[config.mk]
export PLATFORM = sky130hd
export DESIGN_NAME = uart_mem_dump
export DESIGN_NICKNAME = d
export VERILOG_FILES = /design/src/rtl/soc_pkg.sv /design/src/rtl/uart_tx.sv /design/src/rtl/uart_mem_dump.sv
export VERILOG_INCLUDE_DIRS = /design/src /design/src/include
export SDC_FILE = /design/constraint.sdc
export NUM_CORES = 1
export LEC_CHECK = 0
export BUFFER_PORTS_ARGS = -buffer_cell sky130_fd_sc_hd__buf_2
export CAP_MARGIN = 10
export CORE_ASPECT_RATIO = 0.8
export CORE_UTILIZATION = 32
export DETAILED_ROUTE_END_ITERATION = 10
export PLACE_DENSITY_LB_ADDON = 0.1
export SLEW_MARGIN = 20
export SYNTH_ARGS = -nofsm -noshare
export SYNTH_HDL_FRONTEND = slang
export SYNTH_HIERARCHICAL = 1
export SYNTH_SLANG_ARGS = --single-unit
[constraint.sdc]
create_clock -name CLK -period 4.7 [get_ports CLK]
set_input_delay 0.705 -clock CLK [delete_from_list [all_inputs] [get_ports CLK]]
set_output_delay 0.705 -clock CLK [all_outputs]
set_load 0.05 [all_outputs]
[src/include/soc_defines.svh]
// simulation sized constants: one UART bit lasts 8 clocks, so raise it for a real baud rate
`ifndef SOC_DEFINES_SVH
`define SOC_DEFINES_SVH

// word address width of the data memory
`define SOC_ADDR_W 10

// memory depth in 32-bit words, must match SOC_ADDR_W
`define SOC_MEM_WORDS 1024

// clocks per UART bit
// 8 keeps simulation short, board needs CLK / baud
`define SOC_CLKS_PER_BIT 8

// cycles a button must hold still before the output follows
`define SOC_DB_CYCLES 16

// words sent per dump, always starting at address 0
// must stay below SOC_MEM_WORDS
`define SOC_DUMP_WORDS 8

`endif

[src/rtl/soc_pkg.sv]
// shared types only; state literals carry a block prefix since both machines have an idle
`include "soc_defines.svh"

package soc_pkg;

	// store port standing in for the core's store path
	// a cycle with any be bit set is a write
	typedef struct packed {
		logic [3:0]             be;
		logic [`SOC_ADDR_W-1:0] addr;
		logic [31:0]            data;
	} mem_wr_t;

	// serializer states, one per part of an 8N1 frame
	typedef enum logic [1:0] {
		UART_IDLE,
		UART_START,
		UART_DATA,
		UART_STOP
	} uart_state_e;

	// dump walker states
	typedef enum logic [2:0] {
		DUMP_IDLE,
		DUMP_READ,
		DUMP_LOAD,
		DUMP_SEND,
		DUMP_NEXT
	} dump_state_e;

endpackage

[src/rtl/uart_tx.sv]
// 8N1 transmit only, no parity; tx_load is taken only while tx_busy is low
`timescale 1ns/100ps
`include "soc_defines.svh"

module uart_tx (
	input  logic       CLK,
	input  logic       arst_n,
	input  logic [7:0] tx_byte,
	input  logic       tx_load,
	output logic       tx,
	output logic       tx_busy
);

	localparam int CNT_W = $clog2(`SOC_CLKS_PER_BIT + 1);
	localparam logic [CNT_W-1:0] BIT_END = CNT_W'(`SOC_CLKS_PER_BIT - 1);

	soc_pkg::uart_state_e state;
	// clocks into current bit
	logic [CNT_W-1:0] cnt;
	// data bit being sent
	logic [2:0] bit_idx;
	// remaining data bits, lsb goes out next
	logic [7:0] shreg;

	// busy for the whole frame including the stop bit
	assign tx_busy = (state != soc_pkg::UART_IDLE);

	always_ff @(posedge CLK or negedge arst_n) begin
		if (!arst_n) begin
			state   <= soc_pkg::UART_IDLE;
			cnt     <= '0;
			bit_idx <= '0;
			shreg   <= '0;
			tx      <= 1'b1;
		end else begin
			unique case (state)
				soc_pkg::UART_IDLE: begin
					tx <= 1'b1;
					if (tx_load) begin
						// start bit goes out next cycle
						shreg <= tx_byte;
						cnt   <= '0;
						tx    <= 1'b0;
						state <= soc_pkg::UART_START;
					end
				end
				soc_pkg::UART_START: begin
					if (cnt == BIT_END) begin
						cnt     <= '0;
						bit_idx <= '0;
						tx      <= shreg[0];
						shreg   <= shreg >> 1;
						state   <= soc_pkg::UART_DATA;
					end else begin
						cnt <= cnt + 1'b1;
					end
				end
				soc_pkg::UART_DATA: begin
					if (cnt == BIT_END) begin
						cnt <= '0;
						if (bit_idx == 3'd7) begin
							// stop bit
							tx    <= 1'b1;
							state <= soc_pkg::UART_STOP;
						end else begin
							tx      <= shreg[0];
							shreg   <= shreg >> 1;
							bit_idx <= bit_idx + 1'b1;
						end
					end else begin
						cnt <= cnt + 1'b1;
					end
				end
				soc_pkg::UART_STOP: begin
					// line already high, just time it out
					if (cnt == BIT_END)
						state <= soc_pkg::UART_IDLE;
					else
						cnt <= cnt + 1'b1;
				end
				default: state <= soc_pkg::UART_IDLE;
			endcase
		end
	end

endmodule

[src/rtl/uart_mem_dump.sv]
// dumps words 0 to SOC_DUMP_WORDS-1 only, lsb first; a start pulse while busy is dropped
`timescale 1ns/100ps
`include "soc_defines.svh"

module uart_mem_dump (
	input  logic                   CLK,
	input  logic                   arst_n,
	input  logic                   dump_start,
	input  logic [31:0]            rd_data,
	output logic [`SOC_ADDR_W-1:0] rd_addr,
	output logic                   dump_busy,
	output logic                   tx
);

	localparam logic [`SOC_ADDR_W-1:0] LAST_ADDR = `SOC_ADDR_W'(`SOC_DUMP_WORDS - 1);

	soc_pkg::dump_state_e state;
	// word address being dumped
	logic [`SOC_ADDR_W-1:0] addr;
	// bytes of the current word already handed over
	logic [1:0] byte_idx;
	// captured word, shifted down a byte per load
	logic [31:0] word;
	logic [7:0]  tx_byte;
	logic        tx_load;
	logic        tx_busy;

	assign rd_addr   = addr;
	assign dump_busy = (state != soc_pkg::DUMP_IDLE);
	assign tx_byte   = word[7:0];
	// hand a byte over as soon as the serializer is free
	assign tx_load   = (state == soc_pkg::DUMP_SEND) && !tx_busy;

	always_ff @(posedge CLK or negedge arst_n) begin
		if (!arst_n) begin
			state    <= soc_pkg::DUMP_IDLE;
			addr     <= '0;
			byte_idx <= '0;
		end else begin
			unique case (state)
				soc_pkg::DUMP_IDLE: begin
					if (dump_start) begin
						addr  <= '0;
						state <= soc_pkg::DUMP_READ;
					end
				end
				// address on the port, data valid next cycle
				soc_pkg::DUMP_READ: state <= soc_pkg::DUMP_LOAD;
				soc_pkg::DUMP_LOAD: begin
					byte_idx <= '0;
					state    <= soc_pkg::DUMP_SEND;
				end
				soc_pkg::DUMP_SEND: begin
					if (tx_load) begin
						byte_idx <= byte_idx + 1'b1;
						if (byte_idx == 2'd3)
							state <= soc_pkg::DUMP_NEXT;
					end
				end
				soc_pkg::DUMP_NEXT: begin
					// last word waits out its final frame before going idle
					if (addr != LAST_ADDR) begin
						addr  <= addr + 1'b1;
						state <= soc_pkg::DUMP_READ;
					end else if (!tx_busy) begin
						state <= soc_pkg::DUMP_IDLE;
					end
				end
				default: state <= soc_pkg::DUMP_IDLE;
			endcase
		end
	end

	// word register
	always_ff @(posedge CLK) begin
		if (state == soc_pkg::DUMP_LOAD)
			word <= rd_data;
		else if (tx_load)
			word <= {8'h00, word[31:8]};
	end

	uart_tx UARTTX (
		.CLK     (CLK),
		.arst_n  (arst_n),
		.tx_byte (tx_byte),
		.tx_load (tx_load),
		.tx      (tx),
		.tx_busy (tx_busy)
	);

endmodule

======== Word-level counts from Yosys, hierarchy flattened ========
Index checks and enable logic that the tools add are counted.
operators by class
  reductions and logical operators ........ 20
  mux-type cells .......................... 37
  add/subtract/negate cells ............... 4
  equality and inequality tests ........... 23
operators with widths
  kind                                                                      count
  32-bit 2-to-1 mux                                                         2
  8-bit 2-to-1 mux                                                          4
  3-bit 2-to-1 mux                                                          8
  8-bit one-hot mux with 3 select lines                                     1
  10-bit 2-to-1 mux                                                         2
  10-bit one-hot mux with 2 select lines                                    1
  3-bit one-hot mux with 5 select lines                                     1
  2-bit by 1-bit inequality test with 1-bit output, second input constant   7
  2-bit 2-to-1 mux                                                          6
  4-bit 2-to-1 mux                                                          3
  4-bit one-hot mux with 3 select lines                                     1
  10-bit by 1-bit adder with 10-bit output, second input constant           1
  10-bit by 3-bit inequality test with 1-bit output, second input constant  1
  5-bit AND reduction                                                       2
  2-bit nonzero test                                                        5
  2-bit inequality test, second input constant                              4
  2-bit one-hot mux with 4 select lines                                     1
  4-bit AND reduction                                                       2
  2-bit equality test, second input constant                                3
  3-bit by 2-bit equality test with 1-bit output, second input constant     2
  3-bit equality test, second input constant                                2
  3-bit one-hot mux with 2 select lines                                     1
  3-bit AND reduction                                                       2
  3-bit nonzero test                                                        2
  other kinds (16)                                                          20
storage, ports and cells
  word-level logic and storage cells ...... 93
  output and inout bits ................... 12
  flip-flop bits (word level) ............. 65
  input bits .............................. 35

======== Logic depth before layout (Yosys ltp) ========
  depth after elaboration ................. 5
  mapped depth ............................ 9
  gate-level depth less buffers ........... 8

======== Cells and area by module ========
The synthesis kept the hierarchy.
by module, submodules not included
  module         seq. area each (µm²)  instances  cells each  area an instance (µm²)
  uart_mem_dump  1336.3                1          145         2074.5
  uart_tx        451.7                 1          101         1103.6

======== Worst setup path before layout ========
Ideal clock, no wire load.
  kind .................................... register -> register
  start ................................... reg UARTTX.state[0]
  end ..................................... reg word[0] (enable)
  data arrival time ....................... 1821 ps
  stages on the path, launching flop included .. 8
  slack ................................... 2492 ps
  path buffers ............................ 0
  required time ........................... 4313 ps
  period minus slack after synthesis ...... 2208 ps
  setup time .............................. 387 ps
  cell sequence ........................... dfrtp_1 inv_1 ha_1 inv_1 nor2b_1 and2b_1 nor2_1 inv_1
between the ends
  word-level cells in the longest chain between the ends .. 4
ends and longest elaborated chain
  element                       RTL line             source
  from (decl)                   uart_tx.sv:17        soc_pkg::uart_state_e state;
  from (signal assigned)        uart_tx.sv:30        state <= soc_pkg::UART_IDLE;
  from (signal assigned)        uart_tx.sv:44        state <= soc_pkg::UART_START;
  from (signal assigned)        uart_tx.sv:53        state <= soc_pkg::UART_DATA;
  2-bit nonzero test            uart_tx.sv:26        assign tx_busy = (state != soc_pkg::UART_IDLE);
  via tx_busy                   uart_mem_dump.sv:26  logic tx_busy;
  1-bit logical NOT             -
  1-bit logical AND             uart_mem_dump.sv:32  assign tx_load = (state == soc_pkg::DUMP_SEND) && !tx_busy;
  via tx_load                   uart_mem_dump.sv:25  logic tx_load;
  2-bit nonzero test (no line)  -
  to (signal assigned)          uart_mem_dump.sv:77  word <= rd_data;
  to (signal assigned)          uart_mem_dump.sv:79  word <= {8'h00, word[31:8]};
  to (decl)                     uart_mem_dump.sv:23  logic [31:0] word;
The timed path passes the listed nets, and every way through them passes these cells.
A chain may end at the register's enable or synchronous reset.

======== Worst setup path in the final report ========
  start ................................... reg UARTTX.state[0]
  end ..................................... reg UARTTX.shreg[6]
between the ends
  word-level cells in the longest chain between the ends .. 5
  elaborated cells on any way between the ends .. 13
  those cells by class .................... eq/ne (6); mux (1); reduce/logical (6)
ends and longest elaborated chain
  element                                                     RTL line             source
  2-bit nonzero test                                          uart_tx.sv:26
  via tx_busy                                                 uart_mem_dump.sv:26
  1-bit logical NOT                                           -
  1-bit logical AND                                           uart_mem_dump.sv:32
  via tx_load                                                 uart_mem_dump.sv:25
  2-bit by 1-bit inequality test with 1-bit output (no line)  -
  5-bit AND reduction (no line)                               -
  to (signal assigned)                                        uart_tx.sv:41        shreg <= tx_byte;
  to (signal assigned)                                        uart_tx.sv:52        shreg <= shreg >> 1;
  to (signal assigned)                                        uart_tx.sv:67        shreg <= shreg >> 1;
  to (decl)                                                   uart_tx.sv:23        logic [7:0] shreg;
The timed path passes the listed nets, and every way through them passes these cells.

==> run_results.csv <==
group,metric,value,unit
pwr,pwr_density_cell,344.0,nW/µm²
drt,drc_errors,0,
pwr,p_leak,1.512,nW
timing,rsz0062_at_grt,"false",
setup_path,slowest_delay,0.47,ns
layout,design_area,3861,µm²
setup_path,crit_cells,8,
setup_path,cp-start-kind,"register",
pwr,power_frac_clock,53.3,%
setup_path,path_buf_inv,2,
clock_tree,clk_latency,0.32,ns
logic_synthesis,seq_area_frac_synth,56.26,%
setup_path,r2r_cells,8,
hold_path,hp-class,"in -> async",
setup_path,crit_family,"simple AND/OR/NAND/NOR gates",
pwr,pwr-share-comb,1.8,%
pwr,sw_frac_of_total,19.33,%
clock_tree,clock-sinks,65,
setup_path,slowest_stage,"o2111a_1",
placed_design,hpwl,3984,µm
floorplan,die_h,91.14,µm
drt,drtAntennaViolNets,0,
clock_tree,root_buffer,"clkbuf_16",
grt,grt_max_degree,34,
logic_synthesis,synthTopCellsByCount,"dfrtp_1, edfxtp_1, mux2_2",
placed_design,place_area,3542,µm²
timing,fmax,0.4110,GHz
drt,wl,5858,µm
logic_synthesis,syn_nets,291,
drt,wl_per_cell,13.41,µm
layout,nets,341,
drt,first_pass_iters,4,
logic_synthesis,yosys-top-cells-area,"edfxtp_1, dfrtp_1, mux2_2",
logic_synthesis,yosysTopAreaCell,"edfxtp_1",
clock_tree,path_clk_slew,0.06,ns
timing,setup-tns-final,0,ns
run,drv_cap,0,
layout,seq_area,1788,µm²
timing,fin_crit_sh,51.76,%
setup_path,crit_path_cell_trace,"inv_1 -> ha_1 -> inv_1 -> nor2b_1 -> and2b_1 -> nand2b_1 -> o2111a_1 -> mux2_1",
grt,grt_pass1_wl,9818,µm
drt,vias,1979,
pwr,switchingPower,0.2568,mW
logic_synthesis,synth.avg_cell_area,12.92,µm²
timing,setup_viol,0,
layout,diodes,0,
logic_synthesis,synthFlopType,"edfxtp_1",
layout,drive_above_1_share,33.89,%
placed_design,port_buffers,46,
clock_tree,hold_buffers,0,
logic_synthesis,synthArstFlopShare,50.77,%
setup_path,cpMostUsedCell,"inv_1",
timing,min_period,2.433,ns
floorplan,num_io_pins,47,
clock_tree,cts_tree,"done",
timing,fin_skew,0.005457,ns
layout,multi_input_area,1309,µm²
logic_synthesis,netlist_instances,246,
timing,hold_viol,0,
pwr,seqPwrFrac,44.9,%
pwr,peakVddDrop,0.1557,mV
setup_path,worstSetupPathType,"reg -> reg",
setup_path,setup.worst_path.end_class,"register",
setup_path,worstPathArrival,2.64,ns
layout,fillers,913,
clock_tree,cts-resized-gates,0,
clock_tree,cts_buffers,9,
floorplan,rows,32,
logic_synthesis,synth-edff-count,32,
setup_path,path_max_fanout,8,
outcome,status,"complete, no violations",
floorplan,core-area,9649,µm²
timing,slew_viol_final,0,
clock_tree,cts_setup_buffers,0,
timing,worst_pin_slew,0.7807,ns
clock_tree,cts_buffer_depth,2,
logic_synthesis,netlist_area,3178,µm²
floorplan,die_w,113.4,µm
grt,grt_pass1_vias,1904,
clock_tree,htreeDepth,3,
layout,syn_to_final_growth,21.50,%
pwr,cell_internal_pwr,1.071,mW
floorplan,die-area,10340,µm²
logic_synthesis,ys_types,50,
setup_path,crit_required,4.90,ns
floorplan,initial_utilization,32.94,%
logic_synthesis,yosys_warnings,6,
placed_design,gp_congestion,0.7075,
logic_synthesis,synth_seq_cells,65,
logic_synthesis,synth_top_area_share,30.24,%
drt,vias_per_cell,4.529,
grt,antenna_found_initial,0,
timing,relSlewSlack,47.95,%
grt,grt_overflow,0,
drt,drt_iter0_drc,54,
layout,utilization,40.02,%
grt,grt_usage,12.40,%
==> flip-flops by register name, indices dropped and copies added, names as in the netlist <==
| name | count |
|---|---|
| UARTTX/shreg | 8 |
| word | 32 |
| rd_addr | 10 |
| byte_idx | 2 |
| UARTTX/tx | 1 |
| state | 3 |
| UARTTX/state | 2 |
| UARTTX/bit_idx | 3 |
| UARTTX/cnt | 4 |
==> final cells by class <==
class                      instances  area share (%)
sequential                        65           46.31
timing repair buffer              48           6.351
multi-input combinational        164           33.90
tap                              136           4.407
inverter                           8          0.7777
clock buffer                       9           5.833
clock inverter                     7           2.430
==> power by group through the flow <==
stage	clock (mW)	sequential, mW	combinational [mW]
finish	0.708	0.596	0.0242
global route	0.749	0.596	0.0278
CTS	0.730	0.596	0.0256
detailed placement	0	0.607	0.0254
global placement	0	0.607	0.0252
floorplan	0	0.609	0.00272
==> cells in the final DEF (no fill, tap or decap), types with 2 or more instances in the layout <==
cell / Yosys / final
a22o_1: 5 / 5
and2_1: 10 / 10
nor3_1: 2 / 2
xnor2_1: 2 / 2
nor2b_1: 7 / 7
clkbuf_16: 0 / 9
inv_1: 8 / 8
a31oi_1: 3 / 3
mux2_1: 10 / 10
o22ai_1: 2 / 2
nand3_1: 5 / 5
xor2_1: 3 / 3
dfrtp_1: 32 / 32
and4_1: 2 / 2
nor2_1: 12 / 12
or3_1: 2 / 2
nor3b_1: 2 / 2
mux2_2: 32 / 32
ha_1: 10 / 10
mux2i_1: 4 / 4
nand2b_1: 4 / 4
nand2_1: 12 / 12
o21ai_0: 8 / 8
buf_2: 2 / 46
buf_4: 2 / 2
a21oi_1: 3 / 3
or2_2: 2 / 2
edfxtp_1: 32 / 32
and3_1: 4 / 4
bufinv_16: 0 / 2
==> logic make-up (layout without fill, tap and decap cells) <==
logic type	Yosys count	in the layout	share of synthesized area, %
xor gates and xnor gates	5	5	1.378
AOI/OAI and AO/OA	31	31	6.968
buffers and inverters	17	72	2.559
muxes	46	46	16.14
and+or+nand+nor	72	72	12.76
DFF	65	65	56.26
adders and majority gates	10	10	3.937
==> routing by layer <==
layer	vias up	global-route usage [%]	routed length [µm]
met1	941	18.36	3149
met3	9	4.406	239
met5	-	0	0
li1	996	-	-
met4	0	3.618	67
met2	33	16.67	2401
==> final timing paths <==
kind | to | slack (ns) | start
min in group CLK | UARTTX/shreg[7]$_DFFE_PN0P_ | 0.48 | UARTTX/shreg[7]$_DFFE_PN0P_
max | UARTTX/shreg[6]$_DFFE_PN0P_ | 2.27 | UARTTX/state[0]$_DFFE_PN0P_
max reg2reg | UARTTX/shreg[6]$_DFFE_PN0P_ | 2.27 | UARTTX/state[0]$_DFFE_PN0P_
min reg2reg | UARTTX/shreg[7]$_DFFE_PN0P_ | 0.48 | UARTTX/shreg[7]$_DFFE_PN0P_
max in group asynchronous | byte_idx[0]$_DFFE_PN0P_ | 3.74 | arst_n
min | UARTTX/shreg[2]$_DFFE_PN0P_ | 0.47 | arst_n
==> stage by stage <==
| step | hold WS [ns] | power (mW) | cells | worst slack (ns) |
|---|---|---|---|---|
| detailed placement | 0.4684 | 0.6328 | 421 | 2.246 |
| global route | 0.5004 | 1.373 | 437 | 2.058 |
| CTS | 0.4836 | 1.352 | 437 | 2.227 |
| floorplan | 0.4094 | 0.6116 | 246 | 2.492 |
| global placement | 0.4638 | 0.6325 | 421 | 2.344 |
| finish | 0.4657 | 1.328 | 437 | 2.267 |
(Power assumes the default switching activity.)
