<file path="config.mk">
export PLATFORM = sky130hd
export DESIGN_NAME = btn_debounce
export DESIGN_NICKNAME = d
export VERILOG_FILES = /design/src/rtl/btn_debounce.sv
export VERILOG_INCLUDE_DIRS = /design/src /design/src/include
export SDC_FILE = /design/constraint.sdc
export NUM_CORES = 1
export LEC_CHECK = 0
export BUFFER_PORTS_ARGS = -buffer_cell sky130_fd_sc_hd__buf_2
export CORE_MARGIN = 3
export CORE_UTILIZATION = 57
export DETAILED_ROUTE_END_ITERATION = 12
export PLACE_DENSITY = 0.88
export SYNTH_ARGS = -nofsm -noshare
export SYNTH_HDL_FRONTEND = slang
export SYNTH_SLANG_ARGS = --single-unit
</file>
<file path="constraint.sdc">
create_clock -name CLK -period 1.68 [get_ports CLK]
set_clock_uncertainty 0.2 [all_clocks]
set_input_delay 0.336 -clock CLK [delete_from_list [all_inputs] [get_ports CLK]]
set_output_delay 0.336 -clock CLK [all_outputs]
set_load 0.02 [all_outputs]
</file>
<file path="src/include/soc_defines.svh">
// simulation sized constants: one UART bit lasts 8 clocks, so raise it for a real baud rate
`ifndef SOC_DEFINES_SVH
`define SOC_DEFINES_SVH

// word address width of the data memory
`define SOC_ADDR_W 10

// memory depth in 32-bit words, must match SOC_ADDR_W
`define SOC_MEM_WORDS 1024

// clocks per UART bit
// 8 keeps simulation short, board needs CLK / baud
`define SOC_CLKS_PER_BIT 8

// cycles a button must hold still before the output follows
`define SOC_DB_CYCLES 16

// words sent per dump, always starting at address 0
// must stay below SOC_MEM_WORDS
`define SOC_DUMP_WORDS 8

`endif

</file>
<file path="src/rtl/btn_debounce.sv">
// four buttons only; output delay is roughly SOC_DB_CYCLES plus two sync cycles
`timescale 1ns/100ps
`include "soc_defines.svh"

module btn_debounce (
	input  logic       CLK,
	input  logic       arst_n,
	input  logic [3:0] btn,
	output logic [3:0] db_btn
);

	localparam int CNT_W = $clog2(`SOC_DB_CYCLES + 1);

	// two flop synchronizer, raw pins are async to CLK
	logic [3:0] sync_a;
	logic [3:0] sync_b;
	// one stability counter per button
	logic [CNT_W-1:0] cnt [4];

	always_ff @(posedge CLK or negedge arst_n) begin
		if (!arst_n) begin
			sync_a <= '0;
			sync_b <= '0;
		end else begin
			sync_a <= btn;
			sync_b <= sync_a;
		end
	end

	always_ff @(posedge CLK or negedge arst_n) begin
		if (!arst_n) begin
			db_btn <= '0;
			for (int i = 0; i < 4; i++)
				cnt[i] <= '0;
		end else begin
			for (int i = 0; i < 4; i++) begin
				// matches output, nothing to filter
				if (sync_b[i] == db_btn[i]) begin
					cnt[i] <= '0;
				// held long enough, take it
				end else if (cnt[i] == CNT_W'(`SOC_DB_CYCLES)) begin
					db_btn[i] <= sync_b[i];
					cnt[i]    <= '0;
				end else begin
					cnt[i] <= cnt[i] + 1'b1;
				end
			end
		end
	end

endmodule

</file>
* Yosys cells after proc, flatten, opt, wreduce, memory -nomap -nowiden
Cells that the tools add are included.
** Word-level totals
- RAM bits :: 0
- Memories :: 0
- Output and inout port bits :: 4
- Latch bits :: 0
- Register bits after elaboration :: 32
- Memory bits (read-only) :: 0
** Operators by class
- Reductions and logical operators :: 4
- Shift operators :: 0
- $lt $le $gt $ge :: 0
- Add/sub/neg operators :: 4
- Multipliers :: 0
- Divide/modulo/power cells :: 0
- Multiplexer cells :: 8
- Eq/ne operators :: 8
- Bitwise logic cells :: 4
** Operators by type and width (number)
- $mux W5 :: 8
- $add A5 B1 Y5 const B :: 4
- $eq A5 B5 Y1 const B :: 4
- $reduce_and A2 Y1 :: 4
- $eq A1 B1 Y1 :: 4
- $not A1 Y1 :: 4

* Depth between registers and ports, before layout
Gate-level depths: netlist of run 1.
- Depth in word-level cells :: 3
- Gate-level depth with buffers :: 5

* Least setup slack after synthesis of run 1
OpenSTA, ideal clock, no wires.
- Path type :: register -> register
- From :: reg cnt[0] (netlist name)
- To :: reg db_btn[3]
- Data arrival time :: 1.103 ns
- Path buffers :: 0
- Period minus slack after synthesis :: 1.427 ns
- Stages on the path, launching flop included :: 6
- Setup slack :: 0.253 ns
- Path through :: dfrtp_1 > inv_1 > ha_1 > nand2_1 > nor3_1 > mux2_2
** Between the ends
- Word-level cells in the longest chain between the ends :: 2
** Ends and longest elaborated chain
- start, declared :: line btn_debounce.sv:18 : logic [CNT_W-1:0] cnt [4];
- start signal, assigned by index :: line btn_debounce.sv:45 : cnt[i] <= cnt[i] + 1'b1;
- $eq A5 B5 Y1 :: line btn_debounce.sv:41 : end else if (cnt[i] == CNT_W'(`SOC_DB_CYCLES)) begin
- $reduce_and A2 Y1 (no source line)
- end signal, assigned by index :: line btn_debounce.sv:42 : db_btn[i] <= sync_b[i];
- end, declared :: line btn_debounce.sv:9 : output logic [3:0] db_btn
Every way passes these cells.
A chain may end at the register's enable or synchronous reset.

* Worst setup path in the final report of run 1
- From :: reg cnt[10] (netlist name)
- To :: reg db_btn[1]
Same word-level chain as after synthesis.

==> results of run 1 <==
-- flip-flops by register name, indices dropped and copies added, names as in the netlist --
| signal | flops |
|---|---|
| db_btn | 4 |
| cnt | 20 |
| sync_a | 4 |
| sync_b | 4 |
-- path summary, 6_finish.rpt --
check,start,endpoint,slack [ns],cells past startpoint
max in group asynchronous,arst_n,sync_b[1]$_DFF_PN0_,0.64,3
min,sync_a[3]$_DFF_PN0_,sync_b[3]$_DFF_PN0_,0.16,0
min in group asynchronous,arst_n,db_btn[2]$_DFFE_PN0P_,0.24,2
max,cnt[10]$_DFF_PN0_,db_btn[1]$_DFFE_PN0P_,0.13,5
min reg2reg,sync_a[3]$_DFF_PN0_,sync_b[3]$_DFF_PN0_,0.16,0
max reg2reg,cnt[10]$_DFF_PN0_,db_btn[1]$_DFFE_PN0P_,0.13,5
-- kinds of logic after synthesis --
| group | synth area share [%] |
|---|---|
| compound gates | 1.11 |
| xor+xnor | 10.4 |
| fa+ha+maj | 7.42 |
| buf+inv | 2.23 |
| flops | 59.4 |
| mux | 3.90 |
| simple gates | 15.6 |
-- Yosys cell counts (all sizes together) --
library cell,n
dfrtp,32
nor2,14
xor2,10
ha,8
inv,8
nand3,8
and2,6
xnor2,6
mux2,4
nand2,4
nand4bb,2
nor3,2
o31ai,2
-- cell usage in the layout (no fill, tap or decap), drive strengths merged --
| master | instances |
|---|---|
| nand4bb | 2 |
| clkinv | 1 |
| nor3 | 2 |
| clkinvlp | 1 |
| ha | 8 |
| nand2 | 4 |
| xor2 | 10 |
| bufinv | 1 |
| inv | 8 |
| buf | 10 |
| xnor2 | 6 |
| o31ai | 2 |
| nor2 | 14 |
| mux2 | 4 |
| clkbuf | 5 |
| dlygate4sd3 | 5 |
| and2 | 6 |
| nand3 | 8 |
| dfrtp | 32 |
-- per-layer routing --
metal	wire (µm)	share of wire (%)	vias to the layer above
met2	1130	53	15
met1	848	40	417
met4	52	2.5	0
met5	0	0	-
li1	-	-	381
met3	82	3.9	6
-- what timing repair did --
item                                   4_1_cts  5_1_grt
buffers inserted                             0        0
hold buffers                                 5        0
endpoints found under the hold margin       36        0
-- area by class of cell --
cell class / instances / area, µm²
Multi-Input combinational cell: 66 / 518
Clock buffer: 5 / 37.5
Fill cell: 153 / 524
Sequential cell: 32 / 801
Timing Repair Buffer: 15 / 115
Inverter: 8 / 30.0
Tap cell: 27 / 33.8
Clock inverter: 3 / 42.5
-- per-stage QoR --
step	std cells	worst slack (ns)	cell area, µm²	hold slack, ns	total power, mW
finish	156	0.132	1580	0.158	1.52
global route	156	0.0718	1580	0.179	1.58
global placement	143	0.238	1450	0.0561	0.935
detailed placement	143	0.138	1450	0.0647	0.946
floorplan	106	0.253	1350	-0.160	0.898
CTS	156	0.114	1580	0.160	1.53
-- where the power goes --
group	internal (mW)	switching (mW)
Sequential	0.803	0.0304
Combinational	0.0512	0.0533
Clock	0.310	0.268
Total	1.16	0.352
-- worst max-delay path, cell delays in order, from the launching register on --
cell	delay, ns
dfrtp_1	0.42
inv_1	0.07
ha_1	0.14
nand2_1	0.07
nor3_1	0.19
mux2_2	0.36
==> reports/metrics.cfg, run 1 <==
[die]
initial_core_util_pct=64.2
die_area_um2=2990
row_count=16
die_w_um=54.6
die_y_um=54.6
core_um2=2100
io_pins=10

[pwr]
p_per_area_nw_per_um2=961
leakagePower_nw=0.773
vdd_drop_max_mv=0.739

[sta]
hold_violations=0
setup_viol=0
setup_tns_ns=0
grt_setup_unrepaired=false
max_freq_ghz=0.646
fin_crit_sh_pct=92.2
slew_viol_final=0
worst_slew_pin_slew_ns=0.402
period_minus_slack_ns=1.55
relSlewSlack_pct=73.0

[global_routing]
grt_pass1_wl_um=3570
gr-usage-all-layers_pct=18.3
busiest_layer=met2
grt_start_max_net_pins=20
antenna_found_initial=0
grt_overflow=0
grt_pass1_vias=892
grtUsageMet3_pct=5.72
met1_usage_pct=18.1
met2_usage_pct=31.5

[logic_synthesis]
netlist.area_leader.share_pct=59.4
syn-instance-count=106
ys_seq_area_share_pct=59.4
yosys_warnings=0
syn_area_um2=1350
ys_ff_latch=32
postSynthAreaPerCell_um2=12.7
yosysUniqueCellTypes=14
synth.area.top_cells=dfrtp_1, ha_1, xor2_1
syn-num-nets=120
synth_top_cell_by_area=dfrtp_1

[finish]
drive_above_1_share_pct=18.6
layout.nets=142
post-route-util_pct=75.1
diodes=0
syn2layout_area_growth_pct=17.0

[cts]
cts.reportedPaths.clkPinSlew_ns=0.10
htreeDepth=2
clock_latency_ns=0.33
cts_tree=built
cts-buffers-inserted=5
clock-sinks=32
root_buffer=clkbuf_4
post_cts_resized=0
clock_path_buffers=2

[place]
port_buffers=9
gp_congestion=0.695
hpwlAfterDp_um=1570

[route]
dr.pass1.iters=4
vias=819
routed_wl_um=2110
post_drt_wl_per_cell_um=13.5
drc_errors=0
antenna_left=0
first_iter_violations=6
avgViaCountPerCell=5.25

[job]
maxCapViolCount=0

[critical_path]
critPathRequiredTime_ns=1.70
crit_path_start_kind=flop
end_kind=flop
arrival_ns=1.57
crit_fanout=4
crit_type=reg -> reg

[worst_hold_path]
hp-class=reg -> reg

[run_status]
status=finished, final reports clean

No activity file was read; power rests on OpenSTA's default activity.
==> run 2, diff against run 1 <==
Settings changed: GPL_TIMING_DRIVEN set to 0.
Clock period 1.68 ns to 1.6 ns, I/O delays scaled along.
==> run 2 against run 1 <==
  * Flip-flop and latch count is the same
  * Register-to-register slack lost 0.097 ns
  * Final cell count shrank 1.3%
  * Largest power group unchanged
==> reports/metrics.cfg, run 2 (same netlist as run 1, synthesis figures left out) <==
[critical_path]
critPathRequiredTime_ns=1.61
critical_path_depth=5
crit_path_top_delay_cell=dfrtp_1
end_kind=flop
arrival_ns=1.58
r2r-end=db_btn[1]$_DFFE_PN0P_
crit_path_start_kind=flop
crit_fanout=4
reg2reg_setup_slack_ns=0.03
worst-path-buf-inv=1
crit_end=db_btn[1]$_DFFE_PN0P_
crit_chain=inv_1 > ha_1 > nand2_1 > nor3_1 > mux2_2
r2r_cells=5
crit_start=cnt[10]$_DFF_PN0_
crit_type=reg -> reg
worstReg2RegStart=cnt[10]$_DFF_PN0_
slowest_delay_ns=0.42
path_delay_family=flip-flops

[die]
die_y_um=54.6
initial_core_util_pct=64.2
die_w_um=54.6
die_area_um2=2990
row_count=16
io_pins=10
core_um2=2100

[finish]
finalNonFillerCells=154
layout.nets=141
diodes=0
drive_above_1_share_pct=17.3
largest_reg_flops=20
finalInstanceArea_um2=1530
nFillCells=142
syn2layout_area_growth_pct=13.4
layout_commonest_cell=dfrtp_1
layout_common_cells=dfrtp_1, nor2_1, xor2_1
regMostFlops=cnt

[cts]
clock_path_buffers=2
cts_tree=built
clock_latency_ns=0.33
cts-buffers-inserted=5
cts_setup_buffers=0
clock-sinks=32
htreeDepth=2
root_buffer=clkbuf_4
cts.reportedPaths.clkPinSlew_ns=0.09

[global_routing]
antenna_found_initial=0
grt_start_max_net_pins=33
grt_pass1_wl_um=3240
grt_overflow=0
gr-usage-all-layers_pct=16.8
grt_pass1_vias=808

[route]
vias=784
avgViaCountPerCell=5.09
dr.pass1.iters=4
m1WireLength_um=861
wl_met3_um=88
drc_errors=0
post_drt_wl_per_cell_um=13.4
antenna_left=0
routed_wl_um=2060
first_iter_violations=5
wl_met2_um=1060
topRoutingLayerUsed=met4

[sta]
period_minus_slack_ns=1.57
worst_slew_pin_slew_ns=0.683
setup_viol=0
slew_viol_final=0
fin_crit_sh_pct=97.8
relSlewSlack_pct=54.5
setup_tns_ns=0
hold_violations=0
max_freq_ghz=0.639
grt_setup_unrepaired=true

[pwr]
p_per_area_nw_per_um2=911
leakagePower_nw=0.755
vdd_drop_max_mv=0.629

[place]
hpwlAfterDp_um=1440
gp_congestion=0.768
place_area_um2=1430
port_buffers=9
place_inst=142

[run_status]
status=finished, final reports clean

[worst_hold_path]
hp-class=reg -> reg
min_path_cells=0
worstHoldStart=sync_a[2]$_DFF_PN0_

[job]
maxCapViolCount=0

## run 2: cell types whose count changed in the layout (fill, tap and decap cells not counted)
cell        previous run  this run
buf_12                 1         0
bufinv_16              1         0
clkbuf_1               0         1
clkinvlp_4             1         0
nor3_1                 2         1
nor3_2                 0         1
## run 2: worst min-delay path by stage
stage / end / slack, ns
global placement: sync_b[2]$_DFF_PN0_ / 0.13
finish: sync_b[2]$_DFF_PN0_ / 0.15
detailed placement: sync_b[2]$_DFF_PN0_ / 0.14
CTS: sync_b[2]$_DFF_PN0_ / 0.15
global route: sync_b[2]$_DFF_PN0_ / 0.15
floorplan: cnt[0]$_DFF_PN0_ / -0.18
## run 2: final cells by class
type                    instances  area, µm²  share of cell area, %
well taps                      27       33.8                   2.21
clock inverters                 1       5.00                  0.327
multi-input cells              66        523                   34.2
clock buffers                   6       41.3                   2.70
inverters                       8       30.0                   1.96
flip-flops and latches         32        801                   52.4
repair buffers                 14       95.1                   6.22
## run 2: through the flow
step / setup slack [ns] / hold slack (ns) / util [%] / total power, mW
2_1_floorplan: 0.173 / -0.176 / - / 0.943
3_3_place_gp: 0.100 / 0.133 / 67.9 / 0.976
3_5_place_dp: 0.0474 / 0.136 / 67.9 / 0.985
4_1_cts: 0.0250 / 0.145 / 72.5 / 1.42
5_1_grt: -0.0380 / 0.152 / 72.7 / 1.48
6_report: 0.0344 / 0.146 / 72.7 / 1.39
## run 2: layer usage
layer,vias up,global-route usage [%]
met5,-,0
met4,0,9.96
met3,7,8.17
met2,13,29.5
met1,382,15.2
li1,382,-
## run 2: where the power goes
part / switching [mW] / internal, mW
clock network: 0.254 / 0.162
logic: 0.0548 / 0.0488
registers: 0.0311 / 0.843
## run 2: repair_timing
action	CTS	global route
setup endpoints to repair	0	3
resized for setup	0	1
hold buffers	5	0
hold endpoints to repair	36	0
==> run 3, diff against run 2 <==
Settings changed: CORE_UTILIZATION 57 to 50, CTS_BUF_LIST set to sky130_fd_sc_hd__clkbuf_4 sky130_fd_sc_hd__clkbuf_8, PLACE_DENSITY 0.88 to 0.8.
==> run 3 against run 2 <==
  * Combinational power hardly changed
  * Flip-flop and latch count stayed put
  * Wire length is 2.7% lower
  * Count of clock-buffer cells in the layout is 2 higher
  * Sequential share of layout area is 1.3 points lower
  * Fmax is 4.2% higher
  * Sequential power hardly changed
  * Cell area is 2.5% higher
  * Register-to-register slack better by 0.06 ns
  * Critical path type unchanged
  * Largest cell class unchanged
  * Largest power group unchanged
  * Highest routed layer unchanged
==> reports/metrics.cfg, run 3 (same netlist as run 1, synthesis figures left out) <==
[route]
avgViaCountPerCell=4.97
post_drt_wl_per_cell_um=12.7
first_iter_violations=18
drc_errors=0
antenna_left=0
vias=786
dr.pass1.iters=4
routed_wl_um=2000

[global_routing]
gr-usage-all-layers_pct=14.3
grt_pass1_wl_um=3510
grt_start_max_net_pins=33
grt_overflow=0
grt_pass1_vias=835
antenna_found_initial=0

[critical_path]
crit_fanout=4
arrival_ns=1.51
critPathRequiredTime_ns=1.61
crit_type=reg -> reg
r2r_cells=5
end_kind=flop
crit_path_start_kind=flop

[finish]
layout_commonest_cell=dfrtp_1
drive_above_1_share_pct=21.1
layout.nets=141
largest_reg_flops=20
syn2layout_area_growth_pct=16.2
regMostFlops=cnt
layout_common_cells=dfrtp_1, nor2_1, xor2_1
post-route-util_pct=62.2
finalNonFillerCells=158
diodes=0

[place]
pre_cts_ws_ns=0.0908
place_inst=145
gp_congestion=0.837
hpwlAfterDp_um=1380
port_buffers=9

[sta]
setup_viol=0
worst_slew_pin_slew_ns=0.669
period_minus_slack_ns=1.50
max_freq_ghz=0.666
slew_viol_final=0
setup_ws_ns=0.0977
relSlewSlack_pct=55.4
hold_violations=0
setup_tns_ns=0
fin_crit_sh_pct=93.9

[cts]
clock-sinks=32
cts-buffers-inserted=5
clock_path_buffers=2
cts_setup_buffers=0
cts_tree=built
htreeDepth=2
clock_latency_ns=0.32
cts.reportedPaths.clkPinSlew_ns=0.09
root_buffer=clkbuf_4

[pwr]
leakagePower_nw=0.775
vdd_drop_max_mv=0.680
p_per_area_nw_per_um2=948

[die]
die_y_um=57.9
die_w_um=57.9
initial_core_util_pct=53.5
row_count=18
die_area_um2=3360
io_pins=10
core_um2=2520

[run_status]
status=finished, final reports clean

[job]
maxCapViolCount=0

[worst_hold_path]
min_path_cells=0
hp-class=reg -> reg

run 3: path summary, 6_finish.rpt:
kind / startpoint / endpoint / slack (ns)
max in group asynchronous: arst_n / sync_a[1]$_DFF_PN0_ / 0.41
setup / recovery: cnt[0]$_DFF_PN0_ / db_btn[3]$_DFFE_PN0P_ / 0.1
hold / removal: sync_a[1]$_DFF_PN0_ / sync_b[1]$_DFF_PN0_ / 0.15
hold reg to reg: sync_a[1]$_DFF_PN0_ / sync_b[1]$_DFF_PN0_ / 0.15
min in group asynchronous: arst_n / db_btn[2]$_DFFE_PN0P_ / 0.36
setup reg to reg: cnt[0]$_DFF_PN0_ / db_btn[3]$_DFFE_PN0P_ / 0.1
run 3: critical path, stage by stage, from the launching register on:
cell and delay, ns:
dfrtp_1 0.42, inv_1 0.07, ha_1 0.14, nand2_1 0.09, nor3_2 0.13, mux2_2 0.35
run 3: final cells by class:
type | instances | area, µm²
Fill cell | 201 | 955
Multi-Input combinational cell | 66 | 538
Timing Repair Buffer | 14 | 95.1
Sequential cell | 32 | 801
Clock buffer | 8 | 66.3
Tap cell | 30 | 37.5
Inverter | 8 | 30.0
run 3: metal layers:
metal / vias to the layer above / GRT usage (%) / wire length, µm
li1: 383 / - / -
met1: 383 / 17.0 / 897
met2: 18 / 22.3 / 978
met3: 2 / 7.35 / 104
met4: 0 / 5.63 / 23
met5: - / 0 / 0
run 3: through the flow:
stage | hold WS, ns | area, µm² | total power, mW
2_1_floorplan | -0.176 | 1350 | 0.943
3_3_place_gp | 0.133 | 1430 | 0.976
3_5_place_dp | 0.135 | 1430 | 0.986
4_1_cts | 0.155 | 1550 | 1.50
5_1_grt | 0.167 | 1570 | 1.57
6_report | 0.154 | 1570 | 1.49
run 3: repair_timing:
action                                  4_1_cts  5_1_grt
hold endpoints to repair                     36        0
gates resized for setup                       0        4
endpoints found under the setup margin        0        4
hold buffers                                  5        0
run 3: report_power, final:
group / internal, mW / switching, mW
Clock: 0.251 / 0.255
Sequential: 0.843 / 0.0328
Combinational: 0.0497 / 0.0544
